--- src/verilog/lsu_pkg.sv ---
`default_nettype none

package lsu_pkg;

  ////////////////////////////////////////
  // Widths
  ////////////////////////////////////////

  // Byte address, word aligned for every bus transfer
  localparam int ADDR_W = 32;

  // One data word
  localparam int DATA_W = 32;

  ////////////////////////////////////////
  // Operation and result types
  ////////////////////////////////////////

  // Single word access kind
  typedef enum logic {
    LOAD  = 1'b0,
    STORE = 1'b1
  } lsu_op_e;

  // Result error kind, one per retired command
  // Bus errors of bufferable stores never show up here
  typedef enum logic [1:0] {
    ERR_NONE       = 2'd0,
    ERR_MISALIGNED = 2'd1,
    ERR_BUS_LOAD   = 2'd2,
    ERR_BUS_STORE  = 2'd3
  } lsu_err_e;

endpackage

`default_nettype wire

--- src/verilog/data_mem.sv ---
`timescale 1ns/1ns
`default_nettype none

module data_mem #(
  parameter int LATENCY   = 3,
  parameter int MEM_WORDS = 64
) (
  input  logic                        clk,
  input  logic                        rst_n,
  input  logic                        stall_i,
  // Request
  input  logic                        valid_i,
  input  lsu_pkg::lsu_op_e            op_i,
  input  logic [lsu_pkg::ADDR_W-1:0]  addr_i,
  input  logic [lsu_pkg::DATA_W-1:0]  wdata_i,
  output logic                        ready_o,
  // Response strobe, LATENCY cycles after acceptance
  output logic                        rvalid_o,
  output logic [lsu_pkg::DATA_W-1:0]  rdata_o,
  output logic                        err_o
);

  import lsu_pkg::*;

  localparam int IDX_W = (MEM_WORDS > 1) ? $clog2(MEM_WORDS) : 1;

  // Word storage
  logic [DATA_W-1:0] mem_q [MEM_WORDS];

  // Response pipeline, stage LATENCY-1 is the output
  logic [LATENCY-1:0] valid_pipe_q;
  logic [LATENCY-1:0] err_pipe_q;
  logic [DATA_W-1:0]  data_pipe_q [LATENCY];

  logic              accept;
  logic              in_range;
  logic [IDX_W-1:0]  idx;
  logic [DATA_W-1:0] rd_word;

  ////////////////////////////////////////
  // Access at acceptance
  ////////////////////////////////////////

  // Stall only blocks new requests, the pipeline keeps moving
  assign ready_o  = !stall_i;
  assign accept   = valid_i && ready_o;

  assign in_range = addr_i < ADDR_W'(MEM_WORDS * 4);
  assign idx      = addr_i[IDX_W+1:2];

  // Zero data for stores and out-of-range accesses
  assign rd_word = (accept && in_range && (op_i == LOAD)) ? mem_q[idx] : '0;

  always_ff @(posedge clk or negedge rst_n) begin
    if (!rst_n) begin
      for (int i = 0; i < MEM_WORDS; i++) begin
        mem_q[i] <= '0;
      end
    end else if (accept && in_range && (op_i == STORE)) begin
      mem_q[idx] <= wdata_i;
    end
  end

  ////////////////////////////////////////
  // Fixed latency pipeline
  ////////////////////////////////////////

  always_ff @(posedge clk or negedge rst_n) begin
    if (!rst_n) begin
      valid_pipe_q <= '0;
      err_pipe_q   <= '0;
    end else begin
      for (int i = LATENCY - 1; i > 0; i--) begin
        valid_pipe_q[i] <= valid_pipe_q[i-1];
        err_pipe_q[i]   <= err_pipe_q[i-1];
      end
      valid_pipe_q[0] <= accept;
      // Out of range access reports an error
      err_pipe_q[0]   <= accept && !in_range;
    end
  end

  // Read data, no reset needed on the payload
  always_ff @(posedge clk) begin
    for (int i = LATENCY - 1; i > 0; i--) begin
      data_pipe_q[i] <= data_pipe_q[i-1];
    end
    data_pipe_q[0] <= rd_word;
  end

  assign rvalid_o = valid_pipe_q[LATENCY-1];
  assign err_o    = err_pipe_q[LATENCY-1];
  assign rdata_o  = data_pipe_q[LATENCY-1];

endmodule

`default_nettype wire

--- src/verilog/lsu_ctrl.sv ---
`timescale 1ns/1ns
`default_nettype none

module lsu_ctrl #(
  parameter int DEPTH = 2
) (
  input  logic                        clk,
  input  logic                        rst_n,
  // Command side
  input  logic                        cmd_valid_i,
  input  lsu_pkg::lsu_op_e            cmd_op_i,
  input  logic [lsu_pkg::ADDR_W-1:0]  cmd_addr_i,
  input  logic [lsu_pkg::DATA_W-1:0]  cmd_wdata_i,
  input  logic                        cmd_bufferable_i,
  output logic                        cmd_ready_o,
  // Transfer request towards the filter
  output logic                        req_valid_o,
  output lsu_pkg::lsu_op_e            req_op_o,
  output logic [lsu_pkg::ADDR_W-1:0]  req_addr_o,
  output logic [lsu_pkg::DATA_W-1:0]  req_wdata_o,
  output logic                        req_bufferable_o,
  input  logic                        req_ready_i,
  // Filtered response, rsp_err_i is {store type, error flag}
  input  logic                        rsp_valid_i,
  input  logic [lsu_pkg::DATA_W-1:0]  rsp_rdata_i,
  input  logic [1:0]                  rsp_err_i,
  // Result, one per command in order
  output logic                        res_valid_o,
  output logic [lsu_pkg::DATA_W-1:0]  res_rdata_o,
  output lsu_pkg::lsu_err_e           res_err_o
);

  import lsu_pkg::*;

  // One tag more than the filter can keep outstanding
  localparam int QD    = DEPTH + 1;
  localparam int PTR_W = $clog2(QD);
  localparam int CNT_W = $clog2(QD + 1);

  // Tag queue, no reset on payload
  logic             tag_mis_q  [QD];
  logic             tag_load_q [QD];
  logic             tag_buf_q  [QD];
  logic [PTR_W-1:0] wr_ptr_q;
  logic [PTR_W-1:0] rd_ptr_q;
  logic [CNT_W-1:0] cnt_q;
  // Misaligned tags still waiting in the queue
  logic [CNT_W-1:0] mis_cnt_q;

  logic misaligned;
  logic queue_full;
  logic cmd_accept;
  logic head_valid;
  logic retire;
  logic bus_err_hit;

  function automatic logic [PTR_W-1:0] ptr_inc(input logic [PTR_W-1:0] ptr);
    return (ptr == PTR_W'(QD - 1)) ? '0 : ptr + 1'b1;
  endfunction

  ////////////////////////////////////////
  // Command acceptance
  ////////////////////////////////////////

  assign misaligned = cmd_addr_i[1:0] != 2'b00;
  assign queue_full = cnt_q == CNT_W'(QD);

  // Aligned commands wait while a misaligned tag is queued
  // so no response can arrive while it sits at the head
  assign req_valid_o      = cmd_valid_i && !misaligned && !queue_full && (mis_cnt_q == '0);
  assign req_op_o         = cmd_op_i;
  assign req_addr_o       = cmd_addr_i;
  assign req_wdata_o      = cmd_wdata_i;
  // Only stores may be bufferable
  assign req_bufferable_o = cmd_bufferable_i && (cmd_op_i == STORE);

  // Misaligned taken at once, no bus transfer
  assign cmd_ready_o = !queue_full && (misaligned || (req_ready_i && (mis_cnt_q == '0)));
  assign cmd_accept  = cmd_valid_i && cmd_ready_o;

  always_ff @(posedge clk) begin
    if (cmd_accept) begin
      tag_mis_q[wr_ptr_q]  <= misaligned;
      tag_load_q[wr_ptr_q] <= cmd_op_i == LOAD;
      tag_buf_q[wr_ptr_q]  <= req_bufferable_o;
    end
  end

  ////////////////////////////////////////
  // Retirement
  ////////////////////////////////////////

  assign head_valid = cnt_q != '0;
  // Misaligned head retires without waiting for the bus
  assign retire     = head_valid && (tag_mis_q[rd_ptr_q] || rsp_valid_i);

  // Bus errors count only for non-bufferable heads
  assign bus_err_hit = !tag_buf_q[rd_ptr_q] && rsp_err_i[0];

  assign res_valid_o = retire;
  assign res_rdata_o = (retire && tag_load_q[rd_ptr_q] && !tag_mis_q[rd_ptr_q]) ?
                       rsp_rdata_i : '0;

  always_comb begin
    res_err_o = ERR_NONE;
    if (retire) begin
      if (tag_mis_q[rd_ptr_q]) begin
        res_err_o = ERR_MISALIGNED;
      end else if (bus_err_hit) begin
        // Store type comes from the oldest bus-side entry
        if (rsp_err_i[1]) begin
          res_err_o = ERR_BUS_STORE;
        end else begin
          res_err_o = ERR_BUS_LOAD;
        end
      end
    end
  end

  always_ff @(posedge clk or negedge rst_n) begin
    if (!rst_n) begin
      wr_ptr_q  <= '0;
      rd_ptr_q  <= '0;
      cnt_q     <= '0;
      mis_cnt_q <= '0;
    end else begin
      if (cmd_accept) begin
        wr_ptr_q <= ptr_inc(wr_ptr_q);
      end
      if (retire) begin
        rd_ptr_q <= ptr_inc(rd_ptr_q);
      end
      cnt_q     <= cnt_q + CNT_W'(cmd_accept) - CNT_W'(retire);
      mis_cnt_q <= mis_cnt_q + CNT_W'(cmd_accept && misaligned)
                   - CNT_W'(retire && tag_mis_q[rd_ptr_q]);
    end
  end

endmodule

`default_nettype wire

--- src/verilog/lsu_response_filter.sv ---
`timescale 1ns/1ns
`default_nettype none

module lsu_response_filter #(
  parameter int DEPTH = 2
) (
  input  logic                        clk,
  input  logic                        rst_n,
  // Core side request
  input  logic                        valid_i,
  input  lsu_pkg::lsu_op_e            op_i,
  input  logic [lsu_pkg::ADDR_W-1:0]  addr_i,
  input  logic [lsu_pkg::DATA_W-1:0]  wdata_i,
  input  logic                        bufferable_i,
  output logic                        ready_o,
  // Bus side request
  output logic                        bus_valid_o,
  output lsu_pkg::lsu_op_e            bus_op_o,
  output logic [lsu_pkg::ADDR_W-1:0]  bus_addr_o,
  output logic [lsu_pkg::DATA_W-1:0]  bus_wdata_o,
  input  logic                        bus_ready_i,
  // Bus response
  input  logic                        bus_rvalid_i,
  input  logic [lsu_pkg::DATA_W-1:0]  bus_rdata_i,
  input  logic                        bus_err_i,
  // Filtered response
  output logic                        rvalid_o,
  output logic [lsu_pkg::DATA_W-1:0]  rdata_o,
  output logic [1:0]                  err_o,
  output logic                        busy_o,
  output logic                        bus_busy_o
);

  import lsu_pkg::*;

  localparam int CNT_W = $clog2(DEPTH + 1);

  // Flags kept per outstanding transfer
  typedef struct packed {
    logic bufferable;
    logic store;
  } outstanding_t;

  // Entry 1 is the newest, entry N is the oldest of N outstanding
  // Entry 0 stays zero so an empty count reads as non-bufferable
  outstanding_t [DEPTH:0] outstanding_q;
  outstanding_t [DEPTH:0] outstanding_d;

  // Outstanding transfers seen from the bus and from the core
  logic [CNT_W-1:0] bus_cnt_q;
  logic [CNT_W-1:0] core_cnt_q;

  logic has_room;
  logic core_accept;
  logic bus_accept;
  logic bus_oldest_buf;
  logic core_oldest_buf;

  ////////////////////////////////////////
  // Request path
  ////////////////////////////////////////

  // Stop at DEPTH so the bus count cannot overflow
  assign has_room    = bus_cnt_q < CNT_W'(DEPTH);
  assign ready_o     = bus_ready_i && has_room;
  assign bus_valid_o = valid_i && has_room;

  assign bus_op_o    = op_i;
  assign bus_addr_o  = addr_i;
  assign bus_wdata_o = wdata_i;

  // Both sides accept in the same cycle, gated alike
  assign core_accept = valid_i && ready_o;
  assign bus_accept  = bus_valid_o && bus_ready_i;

  assign busy_o     = (bus_cnt_q != '0) || valid_i;
  assign bus_busy_o = bus_cnt_q != '0;

  ////////////////////////////////////////
  // Outstanding flags
  ////////////////////////////////////////

  always_comb begin
    outstanding_d = outstanding_q;
    if (bus_accept) begin
      // Shift towards the oldest end, newest enters at 1
      outstanding_d[DEPTH:1]       = outstanding_q[DEPTH-1:0];
      outstanding_d[1].bufferable  = bufferable_i;
      outstanding_d[1].store       = op_i == STORE;
      outstanding_d[0]             = '0;
    end
  end

  assign bus_oldest_buf  = outstanding_q[bus_cnt_q].bufferable;
  assign core_oldest_buf = outstanding_q[core_cnt_q].bufferable;

  always_ff @(posedge clk or negedge rst_n) begin
    if (!rst_n) begin
      outstanding_q <= '0;
      bus_cnt_q     <= '0;
      core_cnt_q    <= '0;
    end else begin
      outstanding_q <= outstanding_d;
      bus_cnt_q     <= bus_cnt_q + CNT_W'(bus_accept) - CNT_W'(bus_rvalid_i);
      core_cnt_q    <= core_cnt_q + CNT_W'(core_accept) - CNT_W'(rvalid_o);
    end
  end

  ////////////////////////////////////////
  // Response path
  ////////////////////////////////////////

  // Bufferable oldest on the bus lets the core side run ahead
  // as long as its own oldest is bufferable too
  // otherwise the bus strobe passes straight through
  assign rvalid_o = bus_oldest_buf ? core_oldest_buf : bus_rvalid_i;
  assign rdata_o  = bus_rdata_i;

  // Bit 0 flags a late error of a bufferable store
  // Bit 1 is the store type of the oldest bus-side transfer
  assign err_o[0] = bus_rvalid_i && bus_err_i && bus_oldest_buf;
  assign err_o[1] = outstanding_q[bus_cnt_q].store;

endmodule

`default_nettype wire

--- src/verilog/lsu_top.sv ---
`timescale 1ns/1ns
`default_nettype none

module lsu_top #(
  parameter int DEPTH     = 2,
  parameter int LATENCY   = 3,
  parameter int MEM_WORDS = 64
) (
  input  logic                        clk,
  input  logic                        rst_n,
  input  logic                        stall_i,
  // Command
  input  logic                        cmd_valid_i,
  input  lsu_pkg::lsu_op_e            cmd_op_i,
  input  logic [lsu_pkg::ADDR_W-1:0]  cmd_addr_i,
  input  logic [lsu_pkg::DATA_W-1:0]  cmd_wdata_i,
  input  logic                        cmd_bufferable_i,
  output logic                        cmd_ready_o,
  // Result
  output logic                        res_valid_o,
  output logic [lsu_pkg::DATA_W-1:0]  res_rdata_o,
  output lsu_pkg::lsu_err_e           res_err_o,
  // Late bufferable store error, {store, flag}
  output logic [1:0]                  bus_err_o,
  output logic                        busy_o
);

  import lsu_pkg::*;

  // Controller to filter
  logic              req_valid;
  lsu_op_e           req_op;
  logic [ADDR_W-1:0] req_addr;
  logic [DATA_W-1:0] req_wdata;
  logic              req_bufferable;
  logic              req_ready;

  // Filter to memory
  logic              bus_valid;
  lsu_op_e           bus_op;
  logic [ADDR_W-1:0] bus_addr;
  logic [DATA_W-1:0] bus_wdata;
  logic              bus_ready;
  logic              bus_rvalid;
  logic [DATA_W-1:0] bus_rdata;
  logic              bus_err;

  // Filter back to controller
  logic              filt_rvalid;
  logic [DATA_W-1:0] filt_rdata;
  logic [1:0]        filt_err;

  assign bus_err_o = filt_err;

  lsu_ctrl #(
    .DEPTH (DEPTH)
  ) i_lsu_ctrl (
    .clk              (clk),
    .rst_n            (rst_n),
    .cmd_valid_i      (cmd_valid_i),
    .cmd_op_i         (cmd_op_i),
    .cmd_addr_i       (cmd_addr_i),
    .cmd_wdata_i      (cmd_wdata_i),
    .cmd_bufferable_i (cmd_bufferable_i),
    .cmd_ready_o      (cmd_ready_o),
    .req_valid_o      (req_valid),
    .req_op_o         (req_op),
    .req_addr_o       (req_addr),
    .req_wdata_o      (req_wdata),
    .req_bufferable_o (req_bufferable),
    .req_ready_i      (req_ready),
    .rsp_valid_i      (filt_rvalid),
    .rsp_rdata_i      (filt_rdata),
    // Raw bus error flag with the filter's store type
    .rsp_err_i        ({filt_err[1], bus_err}),
    .res_valid_o      (res_valid_o),
    .res_rdata_o      (res_rdata_o),
    .res_err_o        (res_err_o)
  );

  lsu_response_filter #(
    .DEPTH (DEPTH)
  ) i_lsu_response_filter (
    .clk          (clk),
    .rst_n        (rst_n),
    .valid_i      (req_valid),
    .op_i         (req_op),
    .addr_i       (req_addr),
    .wdata_i      (req_wdata),
    .bufferable_i (req_bufferable),
    .ready_o      (req_ready),
    .bus_valid_o  (bus_valid),
    .bus_op_o     (bus_op),
    .bus_addr_o   (bus_addr),
    .bus_wdata_o  (bus_wdata),
    .bus_ready_i  (bus_ready),
    .bus_rvalid_i (bus_rvalid),
    .bus_rdata_i  (bus_rdata),
    .bus_err_i    (bus_err),
    .rvalid_o     (filt_rvalid),
    .rdata_o      (filt_rdata),
    .err_o        (filt_err),
    .busy_o       (busy_o),
    // Bus-only busy has no user at this level
    .bus_busy_o   ()
  );

  data_mem #(
    .LATENCY   (LATENCY),
    .MEM_WORDS (MEM_WORDS)
  ) i_data_mem (
    .clk      (clk),
    .rst_n    (rst_n),
    .stall_i  (stall_i),
    .valid_i  (bus_valid),
    .op_i     (bus_op),
    .addr_i   (bus_addr),
    .wdata_i  (bus_wdata),
    .ready_o  (bus_ready),
    .rvalid_o (bus_rvalid),
    .rdata_o  (bus_rdata),
    .err_o    (bus_err)
  );

endmodule

`default_nettype wire
--- config.mk ---
export PLATFORM = sky130hd
export DESIGN_NAME = lsu_top
export DESIGN_NICKNAME = d
export VERILOG_FILES = /design/src/verilog/lsu_pkg.sv /design/src/verilog/data_mem.sv /design/src/verilog/lsu_ctrl.sv /design/src/verilog/lsu_response_filter.sv /design/src/verilog/lsu_top.sv
export SDC_FILE = /design/constraint.sdc
export NUM_CORES = 2
export LEC_CHECK = 0
export ABC_CLOCK_PERIOD_IN_PS = 6710
export BUFFER_PORTS_ARGS = -buffer_cell sky130_fd_sc_hd__clkbuf_2
export CAP_MARGIN = 20
export CORE_MARGIN = 4
export CORE_UTILIZATION = 66
export DETAILED_ROUTE_END_ITERATION = 7
export PLACE_DENSITY = 0.83
export SLEW_MARGIN = 20
export SYNTH_ARGS = -nofsm -noshare
export SYNTH_HDL_FRONTEND = slang
export SYNTH_SLANG_ARGS = --single-unit
--- constraint.sdc ---
create_clock -name clk -period 6.71 [get_ports clk]
set_input_delay 0.3355 -clock clk [delete_from_list [all_inputs] [get_ports clk]]
set_output_delay 0.3355 -clock clk [all_outputs]
set_load 0.005 [all_outputs]
==> results.ini <==
[status]
status = finished, final reports clean

[die]
initial_core_util_pct = 66.53
core_region_area_mm2 = 0.1438
die-area_mm2 = 0.1511
ioPinCount = 109
num_rows = 139
die_h_um = 388.8
fp.dieW_um = 388.8

[timing]
fin_skew_ns = 0.06815
fin_crit_ns = 4.262
hold_viol_final = 0
finalMaxSlewViolations = 0
worstMarginPinSlew_ns = 1.260
rsz0062_at_grt = no
period_share_pct = 63.52
tns_ns = 0
setup_viol = 0
fmax_ghz = 0.2346
slew_headroom_pct = 15.97
fin_hold_ws_ns = 0.06043

[setup_path]
critPathTopFamily = simple AND/OR/NAND/NOR gates
cp_max_fo = 37
worstPathCellList = nor4_1 -> nand3_1 -> buf_4 -> nor3_2 -> buf_4 -> and3_1 -> nand3_2 -> mux2_2
cp-end-kind = flop
critical_path_class = flop to flop
worst-endpoint-arrival_ns = 4.96
crit_buf_inv = 2
cp_data_required_time_ns = 7.41
worst_path_most_repeated_cell = buf_4
crit_path_start_kind = flop
max_stage_delay_ns = 0.88
crit_path_top_delay_cell = nand3_2

[power]
power_leakage_nw = 51.83
p_per_area_mw_per_mm2 = 254.6
totalPowerFinal_w = 0.02676
ir_drop_v = 0.0003216

[grt]
grt_pass1_wl_um = 414600
gr-total-overflow = 0
grtUsageTotal_pct = 36.16
grt_pass1_vias = 66590
grt_start_max_net_pins = 206
antenna_found_initial = 22

[clock_tree]
h-tree-depth = 4
clk_latency_ns = 0.87
cts_resized = 0
clockBufferDepth = 3
clkTransAtPathRegs_ns = 0.06
cts_buffers = 210
cts-root-buf = clkbuf_16
numClockSinks = 2175
tritoncts = done

[yosys]
synth.top_cell.area_share_pct = 54.13
yosysWarnings = 0
mappedNetlistNets = 7114
synth_compound_area_share_pct = 9.760
synth.area.mux_share_pct = 28.31
synthSimpleGateAreaFrac_pct = 2.206
ys_types = 49
syn_avg_cell_area_um2 = 13.60
seq_area_frac_synth_pct = 56.43
netlist_area_mm2 = 0.09569
synth_xor_area_share_pct = 0.07323
ys_seq_elements = 2175
synth_ff_type = dfrtp_1
synth_edf_count = 9
async_reset_ff_share_pct = 95.17
syn_inst = 7036
synth_top_family_by_area = multiplexers
synth_fa_ha_area_share_pct = 0.1046
synth_top_cell_by_area = dfrtp_1
synth_area_leaders = dfrtp_1 54%, mux2_2 26%, a221oi_1 3.4%, mux2i_1 2.7%, clkbuf_1 2.3%

[finish]
finalNetCount = 6868
syn2layout_area_growth_pct = 9.828
layout-drive-gt1-share_pct = 41.95
final_cell_mix = 2177 x mux2_2, 2070 x dfrtp_1, 368 x a221oi_1, 254 x mux2i_1, 223 x a22oi_1
final_common_cell = mux2_2
stdcell_area_mm2 = 0.1051
n_fill_cell = 8810
final_cells = 8880

[hold_path]
worstHoldPathType = input pin to asynchronous set/reset pin

[routing]
antenna_left = 0
first_pass_iters = 6
drtIter0Drc = 6493
routed_wl_um = 275100
remaining_drc_errors = 0
wire_per_inst_um = 30.98
drt-vias-per-instance = 7.194
num_vias = 63880

[placed_design]
gp_congestion = 0.8634
port_buffers = 108
place_area_mm2 = 0.09779
hpwlAfterDp_um = 152700
dp_cells = 8470

[job]
drv_cap = 0

[power breakdown]
part | leakage, nW | total [W] | internal (W) | switching (W)
Sequential | 29.8 | 0.0132 | 0.0132 | 0.0000562
Clock | 3.50 | 0.0121 | 0.00698 | 0.00510
Combinational | 18.6 | 0.00146 | 0.000332 | 0.00112
Total | 51.8 | 0.0268 | 0.0205 | 0.00628
[area by class of cell]
class	instances	area [um^2]	share of cell area (%)
Inverter	17	68.82	0.06548
Antenna cell	10	25.02	0.02381
Clock buffer	324	6371	6.062
Timing Repair Buffer	307	2495	2.374
Multi-Input combinational cell	4079	39040	37.15
Sequential cell	2175	53990	51.38
Tap cell	1903	2381	2.266
Clock inverter	65	719.4	0.6846
[state kept, by name, summed over array words and instances (netlist names)]
register / cells
i_lsu_ctrl.cnt_q: 2
i_lsu_ctrl.tag_buf_q: 3
i_lsu_ctrl.tag_mis_q: 3
i_lsu_ctrl.wr_ptr_q: 2
i_lsu_ctrl.rd_ptr_q: 2
i_lsu_response_filter.outstanding_q: 4
i_lsu_ctrl.tag_load_q: 3
i_data_mem.valid_pipe_q: 3
i_lsu_ctrl.mis_cnt_q: 2
i_data_mem.err_pipe_q: 3
i_lsu_response_filter.bus_cnt_q: 2
i_data_mem.mem_q: 2048
i_lsu_response_filter.core_cnt_q: 2
i_data_mem.data_pipe_q: 96
[routing by layer]
layer | share of wire [%] | GRT usage [%] | vias to the layer above
met5 | 0.021 | 0 | -
met4 | 6.2 | 19.55 | 8
met3 | 11 | 9.890 | 939
met2 | 45 | 54.65 | 3571
met1 | 38 | 48.07 | 33510
li1 | - | - | 25860
[path summary, 6_finish.rpt]
kind | end | slack, ns | depth (start not counted) | from
min in group clk | i_data_mem.err_pipe_q[0] | 0.06 | 5 | stall_i
worst min-delay path | i_data_mem.mem_q[765] | 0.06 | 2 | rst_n
max in group asynchronous | i_data_mem.mem_q[1718] | 4.55 | 5 | rst_n
worst min register to register | i_data_mem.data_pipe_q[0][90] | 0.33 | 0 | i_data_mem.data_pipe_q[0][58]
worst max-delay path | i_data_mem.mem_q[14] | 2.45 | 8 | i_lsu_ctrl.mis_cnt_q[1]
worst max register to register | i_data_mem.mem_q[14] | 2.45 | 8 | i_lsu_ctrl.mis_cnt_q[1]
[stage by stage]
step / utilization (%) / setup slack, ns
final: 73.07 / 2.448
after global routing: 73.05 / 2.295
after CTS: 72.95 / 2.555
after detailed placement: 67.99 / 2.368
after global placement: 67.92 / 2.430
after floorplan: - / 4.093
[Yosys cell counts, drive strengths merged (17+ instances only)]
library cell  count
a21oi            75
a221o            58
a221oi          368
a22o             70
a22oi           223
and2             37
buf             186
clkbuf          579
dfrtp          2070
dfxtp            96
inv              17
mux2           2180
mux2i           254
nand2           131
nand3            33
nor2             32
nor3             65
nor4             39
o211ai           32
o21ai            85
o221ai           29
o22ai           181
o2bb2ai          57
o31a             29
or2              30
[logic make-up (layout without fill, tap and decap cells)]
family                   Yosys count  after routing
AO/OA/AOI/OAI                   1216           1216
XOR/XNOR                           8              8
adder cells (fa/ha/maj)            8              8
buffers and inverters            782            713
flip-flops                      2175           2175
multiplexers                    2434           2434
other                              0             10
AND/OR/NAND/NOR                  413            413
[timing repair]
action                                 in CTS  in global routing
hold buffers                                4                  0
buffers inserted                            0                  0
endpoints found under the hold margin      82                  0
Note: power is estimated with default switching activity, not from simulation.
